<file path="src/hw/yolo_cfg_pkg.sv">
package yolo_cfg_pkg;

   // bus and field widths
   localparam int io_addr_w    = 32;
   localparam int half_addr_w  = 16;
   localparam int axi_len_w    = 8;
   localparam int pixel_addr_w = 10;
   localparam int cpu_addr_w   = 5;

   // stages fed with an external base address
   localparam int n_stages = 4;

   // cpu register map
   typedef enum logic [cpu_addr_w-1:0] {
      cfg_vread_ext_addr,
      cfg_vread_offset,
      cfg_vread_len,
      cfg_vread_int_addr,
      cfg_vread_pp,
      cfg_vread_iter_a,
      cfg_vread_start_b,
      cfg_vread_iter_b,
      cfg_vread_per_b,
      cfg_vread_shift_b,
      cfg_vread_incr_b,
      cfg_vwrite_len
   } cfg_addr_e;

   typedef enum logic [1:0] {
      gen_idle,
      gen_load,
      gen_run
   } gen_state_e;

   typedef struct packed {
      logic                 valid;
      cfg_addr_e            addr;
      logic [io_addr_w-1:0] wdata;
      logic                 wstrb;
   } cpu_req_t;

   // two-level B-port loop settings
   typedef struct packed {
      logic [pixel_addr_w-1:0] start;
      logic [pixel_addr_w-1:0] iterations;
      logic [pixel_addr_w-1:0] period;
      logic [pixel_addr_w-1:0] shift;
      logic [pixel_addr_w-1:0] incr;
   } gen_cfg_t;

   typedef struct packed {
      logic [io_addr_w-1:0]    ext_addr;
      logic [half_addr_w-1:0]  offset;
      logic [half_addr_w-1:0]  vread_len;
      logic [pixel_addr_w-1:0] int_addr;
      logic                    pp;
      logic [pixel_addr_w-1:0] iter_a;
      gen_cfg_t                gen;
      logic [axi_len_w-1:0]    vwrite_len;
   } cfg_t;

   // addr[0] is stage 0
   typedef struct packed {
      logic [n_stages-1:0][io_addr_w-1:0] addr;
   } stage_addr_t;

   typedef struct packed {
      logic [axi_len_w-1:0] vwrite_len;
      logic [axi_len_w-1:0] vread_len;
   } dma_len_t;

   typedef struct packed {
      logic                    en;
      logic [pixel_addr_w-1:0] addr;
   } bport_t;

endpackage

</file>
<file path="src/hw/cfg_regs.sv">
`timescale 1ns/1ps

module cfg_regs (
   input  logic                   clk,
   input  logic                   rst,
   input  logic                   clear,
   input  yolo_cfg_pkg::cpu_req_t req,
   output yolo_cfg_pkg::cfg_t     cfg
);

   logic wr_en;

   // a write needs valid and strobe in the same cycle
   assign wr_en = req.valid & req.wstrb;

   always_ff @(posedge clk, posedge rst) begin
      if (rst) begin
         cfg <= '0;
      end else if (clear) begin
         cfg <= '0;
      end else if (wr_en) begin
         case (req.addr)
            yolo_cfg_pkg::cfg_vread_ext_addr: begin
               cfg.ext_addr <= req.wdata;
            end
            yolo_cfg_pkg::cfg_vread_offset: begin
               cfg.offset <= req.wdata[yolo_cfg_pkg::half_addr_w-1:0];
            end
            yolo_cfg_pkg::cfg_vread_len: begin
               cfg.vread_len <= req.wdata[yolo_cfg_pkg::half_addr_w-1:0];
            end
            yolo_cfg_pkg::cfg_vread_int_addr: begin
               cfg.int_addr <= req.wdata[yolo_cfg_pkg::pixel_addr_w-1:0];
            end
            yolo_cfg_pkg::cfg_vread_pp: begin
               cfg.pp <= req.wdata[0];
            end
            yolo_cfg_pkg::cfg_vread_iter_a: begin
               cfg.iter_a <= req.wdata[yolo_cfg_pkg::pixel_addr_w-1:0];
            end
            // B-port generator
            yolo_cfg_pkg::cfg_vread_start_b: begin
               cfg.gen.start <= req.wdata[yolo_cfg_pkg::pixel_addr_w-1:0];
            end
            yolo_cfg_pkg::cfg_vread_iter_b: begin
               cfg.gen.iterations <= req.wdata[yolo_cfg_pkg::pixel_addr_w-1:0];
            end
            yolo_cfg_pkg::cfg_vread_per_b: begin
               cfg.gen.period <= req.wdata[yolo_cfg_pkg::pixel_addr_w-1:0];
            end
            yolo_cfg_pkg::cfg_vread_shift_b: begin
               cfg.gen.shift <= req.wdata[yolo_cfg_pkg::pixel_addr_w-1:0];
            end
            yolo_cfg_pkg::cfg_vread_incr_b: begin
               cfg.gen.incr <= req.wdata[yolo_cfg_pkg::pixel_addr_w-1:0];
            end
            yolo_cfg_pkg::cfg_vwrite_len: begin
               cfg.vwrite_len <= req.wdata[yolo_cfg_pkg::axi_len_w-1:0];
            end
            // unmapped addresses are dropped
            default: begin
            end
         endcase
      end
   end

endmodule

</file>
<file path="src/hw/cfg_shadow.sv">
`timescale 1ns/1ps

module cfg_shadow (
   input  logic                      clk,
   input  logic                      rst,
   input  logic                      run,
   input  yolo_cfg_pkg::cfg_t        cfg,
   output yolo_cfg_pkg::cfg_t        shadow,
   output yolo_cfg_pkg::stage_addr_t stage_addr
);

   logic [yolo_cfg_pkg::io_addr_w-1:0] offset_ext;
   yolo_cfg_pkg::cfg_t                 shadow_next;
   yolo_cfg_pkg::stage_addr_t          stage_addr_next;

   assign offset_ext = {{(yolo_cfg_pkg::io_addr_w - yolo_cfg_pkg::half_addr_w){1'b0}},
                        cfg.offset};

   // base plus stage index times offset
   always_comb begin
      for (int i = 0; i < yolo_cfg_pkg::n_stages; i++) begin
         stage_addr_next.addr[i] = cfg.ext_addr + offset_ext * i;
      end
   end

   always_comb begin
      shadow_next = cfg;
      // ping-pong: msb flips against the previous run when iter_a is set
      if (cfg.pp) begin
         shadow_next.int_addr = {
            shadow.int_addr[yolo_cfg_pkg::pixel_addr_w-1] ^ (|cfg.iter_a),
            cfg.int_addr[yolo_cfg_pkg::pixel_addr_w-2:0]
         };
      end
   end

   always_ff @(posedge clk, posedge rst) begin
      if (rst) begin
         shadow     <= '0;
         stage_addr <= '0;
      end else if (run) begin
         shadow     <= shadow_next;
         stage_addr <= stage_addr_next;
      end
   end

endmodule

</file>
<file path="src/hw/addr_gen.sv">
`timescale 1ns/1ps

module addr_gen (
   input  logic                   clk,
   input  logic                   rst,
   input  logic                   start,
   input  yolo_cfg_pkg::gen_cfg_t gen,
   output yolo_cfg_pkg::bport_t   bport,
   output logic                   done
);

   yolo_cfg_pkg::gen_state_e              state;
   logic [yolo_cfg_pkg::pixel_addr_w-1:0] inner_cnt;
   logic [yolo_cfg_pkg::pixel_addr_w-1:0] outer_cnt;
   // accumulated k*shift and j*incr
   logic [yolo_cfg_pkg::pixel_addr_w-1:0] base;
   logic [yolo_cfg_pkg::pixel_addr_w-1:0] step;
   logic                                  inner_last;
   logic                                  outer_last;

   assign inner_last = (inner_cnt == gen.period - 1'b1);
   assign outer_last = (outer_cnt == gen.iterations - 1'b1);

   assign bport.en   = (state == yolo_cfg_pkg::gen_run);
   assign bport.addr = gen.start + base + step;

   always_ff @(posedge clk, posedge rst) begin
      if (rst) begin
         state     <= yolo_cfg_pkg::gen_idle;
         done      <= 1'b1;
         inner_cnt <= '0;
         outer_cnt <= '0;
         base      <= '0;
         step      <= '0;
      end else if (start) begin
         // restarts from any state
         state <= yolo_cfg_pkg::gen_load;
         done  <= 1'b0;
      end else begin
         case (state)
            yolo_cfg_pkg::gen_load: begin
               inner_cnt <= '0;
               outer_cnt <= '0;
               base      <= '0;
               step      <= '0;
               if (gen.iterations == '0 || gen.period == '0) begin
                  state <= yolo_cfg_pkg::gen_idle;
                  done  <= 1'b1;
               end else begin
                  state <= yolo_cfg_pkg::gen_run;
               end
            end
            yolo_cfg_pkg::gen_run: begin
               if (!inner_last) begin
                  inner_cnt <= inner_cnt + 1'b1;
                  step      <= step + gen.incr;
               end else if (!outer_last) begin
                  inner_cnt <= '0;
                  step      <= '0;
                  outer_cnt <= outer_cnt + 1'b1;
                  base      <= base + gen.shift;
               end else begin
                  state <= yolo_cfg_pkg::gen_idle;
                  done  <= 1'b1;
               end
            end
            default: begin
            end
         endcase
      end
   end

endmodule

</file>
<file path="src/hw/dma_len_ctrl.sv">
`timescale 1ns/1ps

module dma_len_ctrl (
   input  logic                                 clk,
   input  logic                                 rst,
   input  logic                                 run,
   input  logic                                 ready,
   input  logic [yolo_cfg_pkg::half_addr_w-1:0] vread_len,
   input  logic [yolo_cfg_pkg::half_addr_w-1:0] vread_len_shadow,
   input  logic [yolo_cfg_pkg::axi_len_w-1:0]   vwrite_len,
   output yolo_cfg_pkg::dma_len_t               dma_len
);

   logic [yolo_cfg_pkg::half_addr_w-1:0] dma_cnt;
   logic                                 over_range;

   // remaining vread beats, reloaded from the shadow when it runs out
   always_ff @(posedge clk, posedge rst) begin
      if (rst) begin
         dma_cnt <= '0;
      end else if (run) begin
         dma_cnt <= vread_len;
      end else if (ready) begin
         if (dma_cnt == '0) begin
            dma_cnt <= vread_len_shadow;
         end else begin
            dma_cnt <= dma_cnt - 1'b1;
         end
      end
   end

   assign over_range = |dma_cnt[yolo_cfg_pkg::half_addr_w-1:yolo_cfg_pkg::axi_len_w];

   // saturate at the largest burst
   assign dma_len.vread_len  = over_range ? '1 : dma_cnt[yolo_cfg_pkg::axi_len_w-1:0];
   assign dma_len.vwrite_len = vwrite_len;

endmodule

</file>
<file path="src/hw/yolo_write_ctrl.sv">
`timescale 1ns/1ps

module yolo_write_ctrl (
   input  logic                                  clk,
   input  logic                                  rst,
   input  logic                                  clear,
   input  logic                                  run,
   input  logic                                  ready,
   input  yolo_cfg_pkg::cpu_req_t                req,
   output yolo_cfg_pkg::stage_addr_t             stage_addr,
   output logic [yolo_cfg_pkg::pixel_addr_w-1:0] int_addr,
   output yolo_cfg_pkg::bport_t                  bport,
   output yolo_cfg_pkg::dma_len_t                dma_len,
   output logic                                  done
);

   yolo_cfg_pkg::cfg_t cfg;
   yolo_cfg_pkg::cfg_t shadow;
   logic               run_reg;

   // generator starts once the shadow holds the new values
   always_ff @(posedge clk, posedge rst) begin
      if (rst) begin
         run_reg <= 1'b0;
      end else begin
         run_reg <= run;
      end
   end

   cfg_regs i_cfg_regs (
      .clk   (clk),
      .rst   (rst),
      .clear (clear),
      .req   (req),
      .cfg   (cfg)
   );

   cfg_shadow i_cfg_shadow (
      .clk        (clk),
      .rst        (rst),
      .run        (run),
      .cfg        (cfg),
      .shadow     (shadow),
      .stage_addr (stage_addr)
   );

   assign int_addr = shadow.int_addr;

   addr_gen i_addr_gen (
      .clk   (clk),
      .rst   (rst),
      .start (run_reg),
      .gen   (shadow.gen),
      .bport (bport),
      .done  (done)
   );

   // live length on run, shadow length on reload
   dma_len_ctrl i_dma_len_ctrl (
      .clk              (clk),
      .rst              (rst),
      .run              (run),
      .ready            (ready),
      .vread_len        (cfg.vread_len),
      .vread_len_shadow (shadow.vread_len),
      .vwrite_len       (shadow.vwrite_len),
      .dma_len          (dma_len)
   );

endmodule

</file>
<file path="config.mk">
export PLATFORM = sky130hd
export DESIGN_NAME = yolo_write_ctrl
export DESIGN_NICKNAME = d
export VERILOG_FILES = /design/src/hw/yolo_cfg_pkg.sv /design/src/hw/cfg_regs.sv /design/src/hw/cfg_shadow.sv /design/src/hw/addr_gen.sv /design/src/hw/dma_len_ctrl.sv /design/src/hw/yolo_write_ctrl.sv
export SDC_FILE = /design/constraint.sdc
export NUM_CORES = 1
export LEC_CHECK = 0
export BUFFER_PORTS_ARGS = -buffer_cell sky130_fd_sc_hd__buf_2
export CORE_UTILIZATION = 65
export DETAILED_ROUTE_END_ITERATION = 6
export GPL_TIMING_DRIVEN = 0
export PLACE_DENSITY = 0.86
export SLEW_MARGIN = 20
export SYNTH_ARGS = -nofsm -noshare
export SYNTH_HDL_FRONTEND = slang
export SYNTH_HIERARCHICAL = 1
export SYNTH_SLANG_ARGS = --single-unit
</file>
<file path="constraint.sdc">
create_clock -name clk -period 18.7 [get_ports clk]
set_clock_uncertainty 0.15 [all_clocks]
set_input_delay 1.87 -clock clk [delete_from_list [all_inputs] [get_ports clk]]
set_output_delay 1.87 -clock clk [all_outputs]
set_load 0.01 [all_outputs]
</file>
### Word level (Yosys, flattened, before mapping)

Cells that the tools add are included.

| cells by class | value |
|---|---|
| reductions and logical operators | 39 |
| multiply operators | 1 |
| bitwise logic cells | 3 |
| eq/ne operators | 21 |
| muxes and demuxes | 40 |
| $add $sub $neg | 12 |

Operator list:

| cell | number |
|---|---|
| 2-to-1 mux 143 bit | 2 |
| 2-to-1 mux 10 bit | 15 |
| 2-to-1 mux 16 bit | 5 |
| one-hot mux 10 bit (2 select lines) | 4 |
| adder 10 bit | 4 |
| adder 32 x 16 -> 32 bit | 1 |
| adder 32 x 17 -> 32 bit | 1 |
| adder 32 bit | 1 |
| 2-to-1 mux 32 bit | 1 |
| nonzero test 2 bit | 15 |
| AND reduction 2 bit | 12 |
| adder 10 x 1 -> 10 bit, second input constant | 2 |
| equality test 10 bit | 2 |
| equality test 5 x 3 -> 1 bit, second input constant | 4 |
| equality test 5 x 4 -> 1 bit, second input constant | 4 |
| logical NOT 10 bit | 2 |
| subtractor 10 x 1 -> 10 bit, second input constant | 2 |
| multiplier 16 x 2 -> 18 bit, second input constant | 1 |
| logical NOT 16 bit | 1 |
| 2-to-1 mux 8 bit | 2 |
| subtractor 16 x 1 -> 16 bit, second input constant | 1 |
| equality test 5 x 2 -> 1 bit, second input constant | 2 |
| OR reduction 10 bit | 1 |
| 2-to-1 mux 2 bit | 4 |
| 20 further kinds | 27 |

| storage, ports and cells | value |
|---|---|
| logic and storage cells | 148 |
| bits in registers | 415 |
| output and inout bits | 166 |

### Logic depth before layout (Yosys ltp)

Gate-level depths: netlist (run 1).

| depth | value |
|---|---|
| depth after elaboration | 6 |
| gate-level depth with buffers | 13 |
| gate-level depth less buffers | 13 |

### Hierarchy

Netlist (run 1), hierarchy kept.

By module, submodules not included:

| module | instances | area an instance (um2) | cells each |
|---|---|---|---|
| cfg_shadow | 1 | 12378.1 | 1039 |
| cfg_regs | 1 | 6506.2 | 527 |
| addr_gen | 1 | 4013.8 | 428 |
| dma_len_ctrl | 1 | 1420.1 | 170 |
| yolo_write_ctrl | 1 | 28.8 | 2 |

### Worst setup path before layout (run 1)

OpenSTA, ideal clock, no wires.

| path | value |
|---|---|
| path type | register to output |
| start | register i_addr_gen/base[1] (netlist bit) |
| end | output port bport[9] (netlist bit) |
| stages on the path, launching flop included | 11 |
| data required time | 16.680 ns |
| path slack | 14.214 ns |
| arrival time | 2.466 ns |
| cell sequence | dfrtp_1 -> fa_1 -> ha_1 -> fa_1 -> a21oi_1 -> nor2_1 -> nor2_1 -> o21bai_1 -> a21oi_1 -> o21ai_0 -> xnor2_1 |

RTL lines:

| what | RTL line | text |
|---|---|---|
| start: declaration | addr_gen.sv:16 | `logic [yolo_cfg_pkg::pixel_addr_w-1:0] base;` |
| start signal: assignment | addr_gen.sv:61 | `base <= base + gen.shift;` |
| end: declaration | yolo_write_ctrl.sv:12 | `output yolo_cfg_pkg::bport_t bport,` |

==> results of run 1 <==
## power by group through the flow
stage / registers, W / clock network (W) / logic [W]
floorplan: 0.000956 / 0 / 0.000219
global placement: 0.000959 / 0 / 0.000327
detailed placement: 0.000959 / 0 / 0.000333
CTS: 0.000943 / 0.000861 / 0.000335
global route: 0.000947 / 0.000893 / 0.000364
finish: 0.000945 / 0.000851 / 0.000339
## routing by layer
| layer | part of all wire | wire length, um | track usage | up-vias |
|---|---|---|---|---|
| met3 | 0.078 | 4965 | 0.06011 | 157 |
| li1 | - | - | - | 7980 |
| met5 | 0 | 0 | 0 | - |
| met2 | 0.47 | 29870 | 0.5683 | 827 |
| met4 | 0.039 | 2480 | 0.1471 | 0 |
| met1 | 0.42 | 26690 | 0.4854 | 8959 |
## layout by cell type (no fill, tap or decap), drive strengths merged, types with 19 or more instances in the layout
cell      n
and3     19
o21ai    83
nand2b  173
inv      62
nor2     84
nand2    94
a21o     30
clkbuf  142
a21oi   107
mux2    160
mux2i   147
nand3    25
ha       84
xor2     39
xnor2    73
nor3     27
and2     19
buf     282
dfrtp   412
fa       30
## worst paths after layout
kind | startpoint | endpoint | slack [ns] | cells after the start
worst min register to register | i_cfg_shadow/shadow[83] | i_cfg_shadow/shadow[83] | 0.35 | 1
worst max register to register | i_cfg_regs/cfg[96] | i_cfg_shadow/stage_addr[115] | 14.60 | 13
worst min-delay path | i_cfg_shadow/shadow[83] | i_cfg_shadow/shadow[83] | 0.35 | 1
worst max-delay path | i_addr_gen/base[1] | bport[9] | 13.36 | 11
max in group asynchronous | rst | i_cfg_shadow/stage_addr[72] | 15.99 | 4
min in group asynchronous | rst | run_reg | 1.15 | 2
## layout make-up
class                      count  area, um^2  share of cell area
multi-input combinational   1486       11960              0.4509
timing repair buffer         212        1151             0.04342
clock buffer                  62        1270             0.04790
antenna                        1       2.502          0.00009439
clock inverter                14       131.4            0.004955
sequential                   413       10340              0.3899
buffer                       150       840.8             0.03171
inverter                      62       247.7            0.009344
tap                          461       576.8             0.02176
## metrics by stage
step	area [um^2]	std cells	power (W)	setup slack, ns
finish	26510	2861	0.002135	13.36
floorplan	23360	2111	0.001175	10.94
detailed placement	25110	2784	0.001293	13.88
global placement	24980	2780	0.001286	8.267
global route	26510	2860	0.002204	13.05
CTS	26510	2860	0.002140	13.33
## worst register-to-register path, cell delays in order (launching register included)
cell and delay, ns:
sky130_fd_sc_hd__dfrtp_1 0.52, sky130_fd_sc_hd__inv_1 0.15, sky130_fd_sc_hd__fa_1 0.52, sky130_fd_sc_hd__inv_1 0.04, sky130_fd_sc_hd__ha_1 0.21, sky130_fd_sc_hd__fa_1 0.42, sky130_fd_sc_hd__a21o_1 0.19, sky130_fd_sc_hd__a21o_4 0.23
sky130_fd_sc_hd__a2111oi_4 0.44, sky130_fd_sc_hd__nor3_1 0.17, sky130_fd_sc_hd__o2111ai_2 0.42, sky130_fd_sc_hd__a21boi_2 0.15, sky130_fd_sc_hd__xnor2_1 0.23, sky130_fd_sc_hd__a21oi_1 0.09
==> reports/summary.md, run 1 <==
The run finished with clean final reports. The clock-pin transition on the worst setup and hold timing paths is 0.06 ns. The width of the die was 191.6 um; the number of pins exceeding their max-slew limit in the final report was 0. Relative to the synthesized area, the layout overhead comes to 13.47%. In this run the power spent charging and discharging nets is 0.0005858 W.

Dividing the detail-routed wire length by the instance count gives 22.37 um. STA puts the critical path data required time at 16.68 ns. The internal power of the cells totals 0.001549 W.

TritonCTS created 43 clock buffers. Across the run, the number of max-cap violations was 0. Adding up every negative setup slack in the final design gives 0 ns. Synthesis handed over a netlist of 2111 instances. The tools report the worst-skew pair later-pin latency as 0.54 ns. The fraction of final layout cells with drive strength greater than 1 was 0.2468. The slowest stage of the critical path is the sky130_fd_sc_hd__fa_1 cell. The quantity of I/O buffers inserted on ports came out at 208. The initialized floorplan defines 69 standard-cell rows. The floorplan step set the die height to 191.6 um. The logs give 0.443 for the sequential share of power and 0 for the DRC violation count after routing. The count of buffering cells on the critical path with inverters included was 1; the reported leakage power was 13.93 nW. The tools report the root buffer cell as sky130_fd_sc_hd__clkbuf_16. The min-delay analysis places its worst path in the category flop to flop. Buffers inserted to repair hold after CTS numbered 0.

Areal power density over the cells: 80.52 nW/um^2. Detailed routing inserted a total of 17920 vias. The via count of the first global-routing pass is 18460, and the worst path arrival time is 3.32 ns.

The tools report the combinational fraction of design power as 0.159. Dividing the synthesized area by the synthesized cell count gives 11.07 um^2. STA classifies the critical path startpoint as a flop. For the highest clock frequency the design can meet, the log shows 0.1872 GHz. The tools report the endpoint kind of the worst setup timing path as an output pin. Placer's final routability congestion estimate: 0.9291. When the netlist entered floorplanning its net count stood at 2269.

Post-route fraction of the period consumed by the critical path: 0.2856. The run gives 0.398 as the fraction of power consumed by the clock network. The run gives 0.6585 as the effective utilization at floorplan. The largest registers in the layout are i_cfg_regs/cfg (143), i_cfg_shadow/shadow (115), i_cfg_shadow/stage_addr (95). The global routing usage summed across all routing layers is 0.3566, and the switching share of power is 0.2744. The number of setup violations in the final report is 0, and the worst slew margin relative to its limit is 0.2734.

For the pin with the worst max-slew slack, the measured transition is 1.090 ns. More flip-flops sit in one register than any other, and that register is i_cfg_regs/cfg. Once the clock tree was built, the resizer swapped 0 gates to a different size. The count of endpoints failing hold in the final timing report was 0.

Final layout net count: 2526. Type of the worst setup path: flop to output pin. Gate family responsible for the most delay along the worst path: adder cells. The run gives 6 as the yosys synthesis warning count. The overall die area is 36710 um^2, and the sum of routed wire length over all layers is 64000 um. In this run the worst path has a maximum fanout of 4. The detailed-route vias per instance was 6.265. IR analysis of the VDD net gives a maximum drop of 0.1230 mV.

Total number of clock tree sinks: 413. Once detailed placement completed, the half-perimeter wirelength came to 46210 um. During I/O placement, the number of pins put on the boundary was 210.

The run gives 0 as the post-CTS setup buffer count. TritonCTS built the clock tree. The detail route stage leaves a number of antenna-violating nets equal to 0. The pre-antenna-repair detailed-routing pass consisted of 5 iterations.

After floorplanning, the core was sized to cover 35480 um^2. In this run the deepest clock path goes through 3 buffers. The register with the most flip-flops in the layout has 143 of them. The pin count of the biggest net entering global routing is 109, and the worst stage delay on the critical path is 0.52 ns. The minimum clock period is 5.342 ns, and the final cell utilization of the core is 0.7472.

The run gives 1 as the initial antenna violation count. The run gives 23360 um^2 as the summed instance area of the synthesized netlist. After filler insertion, the fill cell instance count of the layout stands at 2442. Walking the worst path, the cells encountered are fa_1 > ha_1 > fa_1 > a21oi_1 > nor2_1 > nor2_1 > o21bai_1 > a21oi_1 > o21ai_0 > xnor2_1 > buf_2.

The detailed router finished its first iteration with 1303 violations. CTS built an H-tree with a depth of 2. Setup repair after global routing left no endpoint under its margin. The first global-routing pass estimated 101100 um of wire. For this run the aggregate overflow at the end of global routing stands at 0. Hold is met by 0.3485 ns.
No activity file was read; power rests on OpenSTA's default activity.
==> run 2: changes to the inputs <==
CORE_UTILIZATION = 61   (was 65)
PLACE_DENSITY = 0.81   (was 0.86)
clock period = 5.3 ns   (was 18.7 ns; I/O delays follow)
==> run 2 against run 1 <==
  * Largest power group unchanged
  * Global-route usage shrank 2.6 points
  * Routed wire length decreased by 0.79%
  * Highest routed layer unchanged
  * Utilization down 3.4 points
  * Non-clock buffer count rose by 7
  * Critical endpoint is now i_cfg_shadow/stage_addr[119]
  * Sequential power rose to 3.5 times the previous value
  * First-iteration DRC count shrank 9.4%
  * Largest cell class unchanged
  * Count of clock-buffer cells in the layout is 1 higher
==> reports/summary.md, run 2 (synthesis gave the netlist of run 1 again) <==
The logs give 3 (unchanged) for the buffer levels on the longest clock path and 0 ns (unchanged) for the aggregate negative setup slack. The logs give 0.002154 W (+270%) for the net switching power of the design and 0 (unchanged) for the number of setup violations in the final report. Leaving out fill and tap cells, the most frequent cells in the layout are 412 x sky130_fd_sc_hd__dfrtp_1, 215 x sky130_fd_sc_hd__buf_2, 173 x sky130_fd_sc_hd__nand2b_1, 156 x sky130_fd_sc_hd__mux2_2, 147 x sky130_fd_sc_hd__mux2i_1. The run gives 0.3301 (-0.02650) as the global routing usage summed across all routing layers.

The maximum resistive drop on vdd is 0.4647 mV (+280%). The logs give 0 (unchanged) for the number of pins exceeding their max-slew limit in the final report and 18120 (-1.8%) for the via count of the first global-routing pass. The worst path in the final design needs a cycle of 4.030 ns, including I/O delays and setup.

Counting flops per register, the top entry is i_cfg_regs/cfg. The detailed placement HPWL was 46790 um (+1.3%). The critical-path maximum fanout came out at 6 (+2).

The first-pass detailed-route iteration total was 5 (unchanged); the sequential share of power was 0.424 (-0.019). The detailed-route vias per instance came out at 6.112 (-2.4%). The total number of clock tree sinks is 413 (unchanged). The count of endpoints failing hold in the final timing report was 0 (unchanged). The tools report the post-route cell area as 26870 um^2 (+1.4%). Setup repair after global routing left no endpoint under its margin. Vertical die dimension: 197.7 um (+3.2%).

The worst setup path is of the flop to flop kind. The largest registers in the layout are i_cfg_regs/cfg (143), i_cfg_shadow/shadow (115), i_cfg_shadow/stage_addr (95). For the cell area reported after detailed placement, the log shows 25260 um^2 (+0.60%). Classification of the worst-slack hold path: input pin to flop. The number of buffers created by CTS was 45 (+4.7%). Number of non-filler instances in the completed layout: 2926 (+2.3%). The reported leakage power was 14.05 nW (+0.90%); the DRC violation count after routing was 0 (unchanged). Overall overflow remaining after global route: 0 (unchanged).

The internal power is 0.005697 W (+270%). The fill cell total of the finished layout came out at 2744 (+12%). The run gives 2 (unchanged) as the depth of the CTS H-tree. The slew at the pin with the worst max-slew slack is 1.051 ns (-0.03911 ns), and the clock-pin transition on the worst setup and hold timing paths is 0.06 ns (about the same).

The logs give 0.2995 (+0.02608) for the worst slew margin relative to its limit and 210 (unchanged) for the total I/O pin count. The tools report the post-route worst setup slack as 1.270 ns (-12.09 ns). Overall die area: 39090 um^2 (+6.5%). The critical path data required time was 5.61 ns (-11.07 ns); the layout overhead on the synthesized area was 15.01%. For the via count of the routed design, the log shows 17880 (-0.22%).

The fraction of power consumed by the clock network came out at 0.424 (+0.026). The library cell used most frequently in the layout, excluding fill and tap cells, is sky130_fd_sc_hd__dfrtp_1. TritonCTS built the clock tree. The final layout net count was 2535 (+0.36%). The run gives 2839 (+2.0%) as the number of instances in the placed design.

The fraction of final layout cells with drive strength greater than 1 works out to 0.2514 (+0.004680). Endpoint kind of the worst setup timing path: a flop. The areal power density over the cells is 292.2 nW/um^2 (+260%), and the quantity of I/O buffers inserted on ports is 208 (unchanged). Starting DRC count in detailed routing: 1180 (-9.4%).

The tools report the floorplan core area as 37670 um^2 (+6.2%). The tools report the remaining antenna violation count after routing as 0 (unchanged). The run finished with clean final reports.

The combinational fraction of design power is 0.151 (-0.008), and the routed wirelength normalized by instance count is 21.70 um (-3.0%). The post-route fraction of the period consumed by the critical path works out to 0.7605. The pin count of the biggest net entering global routing is 105 (-3.7%).

The worst-skew pair later-pin latency is 0.61 ns (+0.07 ns), and the worst path arrival time is 4.34 ns (+1.02 ns). The switching share of power was 0.2744 (about the same); the flip-flop count of the largest register, all copies and words added was 143 (unchanged). The area taken by flip-flops and latches came out at 10340 um^2 (unchanged). The run gives 0.6203 (-0.03817) as the effective utilization at floorplan. The logs give 11960 um^2 (unchanged) for the area occupied by multi-input gates and 0.9454 (+1.8%) for the placer's final routability congestion estimate.

The width of the die is 197.7 um (+3.2%). The number of core rows was 71 (+2.9%). Number of max-cap violations: 0 (unchanged). STA classifies the critical path startpoint as a flop. The initial antenna violation count was 1 (unchanged).

Root buffer cell: sky130_fd_sc_hd__clkbuf_16. The logs give 99290 um (-1.8%) for the wire length of the first global-routing pass and 1.272 ns (-12.60 ns) for the worst slack after detailed placement. The logs give 63500 um (-0.79%) for the sum of routed wire length over all layers and 0.2481 GHz for the highest clock frequency the design can meet.
run 2: cell count changes in the layout (fill, tap and decap cells not counted):
| cell | previous run | this run |
|---|---|---|
| sky130_fd_sc_hd__buf_12 | 0 | 6 |
| sky130_fd_sc_hd__buf_16 | 4 | 3 |
| sky130_fd_sc_hd__bufinv_16 | 2 | 5 |
| sky130_fd_sc_hd__clkbuf_1 | 87 | 85 |
| sky130_fd_sc_hd__clkbuf_2 | 2 | 1 |
| sky130_fd_sc_hd__clkbuf_8 | 8 | 12 |
| sky130_fd_sc_hd__clkinv_2 | 8 | 6 |
| sky130_fd_sc_hd__clkinv_4 | 0 | 1 |
| sky130_fd_sc_hd__clkinv_8 | 0 | 2 |
| sky130_fd_sc_hd__clkinvlp_4 | 3 | 6 |
| sky130_fd_sc_hd__dlygate4sd3_1 | 0 | 2 |
| sky130_fd_sc_hd__inv_6 | 1 | 2 |
| sky130_fd_sc_hd__inv_8 | 2 | 1 |
run 2: power by group through the flow:
stage	clock network [W]	logic [W]	registers, W
2_1_floorplan	0	0.000773	0.00337
3_3_place_gp	0	0.00113	0.00338
3_5_place_dp	0	0.00117	0.00338
4_1_cts	0.00337	0.00118	0.00333
5_1_grt	0.00349	0.00128	0.00334
6_report	0.00333	0.00119	0.00333
run 2: timing repair:
| action | 4_1_cts | 5_1_grt |
|---|---|---|
| gates resized for setup | 0 | 0 |
| hold buffers | 2 | 0 |
| setup buffers | 0 | 0 |
| hold endpoints to repair | 78 | 0 |
run 2: layout make-up:
type	count	area share
multi-input cells	1486	0.4449
plain buffers	150	0.03124
flip-flops and latches	413	0.3847
diodes	1	0.00009313
repair buffers	219	0.04703
clock inverters	21	0.01029
clock buffers	63	0.04889
inverters	62	0.009080
well taps	511	0.02379
run 2: path summary, 6_finish.rpt:
path,from,end,slack (ns),depth (start not counted)
setup / recovery,i_cfg_regs/cfg[96],i_cfg_shadow/stage_addr[119],1.27,13
hold / removal,req[22],i_cfg_regs/cfg[132],0.04,3
setup reg to reg,i_cfg_regs/cfg[96],i_cfg_shadow/stage_addr[119],1.27,13
hold reg to reg,i_cfg_regs/cfg[22],i_cfg_shadow/shadow[22],0.34,1
max in group asynchronous,rst,i_cfg_shadow/shadow[134],3.37,7
min in group asynchronous,rst,run_reg,0.29,3
run 2: routing by layer:
| layer | vias up | global-route usage | routed length [um] |
|---|---|---|---|
| li1 | 8017 | - | - |
| met1 | 9005 | 0.4575 | 27460 |
| met2 | 706 | 0.5082 | 29110 |
| met3 | 156 | 0.06132 | 4367 |
| met4 | 0 | 0.1453 | 2565 |
| met5 | - | 0 | 0 |
run 2: per-stage QoR:
stage | hold WS [ns] | power, W | util
floorplan | 0.1087 | 0.004145 | -
global placement | 0.2926 | 0.004517 | 0.6650
detailed placement | 0.3333 | 0.004553 | 0.6706
CTS | 0.03748 | 0.007872 | 0.7133
global route | 0.06090 | 0.008112 | 0.7133
finish | 0.04062 | 0.007851 | 0.7134
run 2: critical path, stage by stage, from the launching register on:
cell and delay, ns:
sky130_fd_sc_hd__dfrtp_1 0.52, sky130_fd_sc_hd__inv_1 0.15, sky130_fd_sc_hd__fa_1 0.52, sky130_fd_sc_hd__inv_1 0.04, sky130_fd_sc_hd__ha_1 0.22, sky130_fd_sc_hd__fa_1 0.40, sky130_fd_sc_hd__a21o_1 0.19, sky130_fd_sc_hd__a21o_4 0.23
sky130_fd_sc_hd__a2111oi_4 0.43, sky130_fd_sc_hd__nor3_1 0.17, sky130_fd_sc_hd__o2111ai_2 0.42, sky130_fd_sc_hd__a21oi_1 0.17, sky130_fd_sc_hd__xnor2_1 0.19, sky130_fd_sc_hd__a21oi_1 0.09
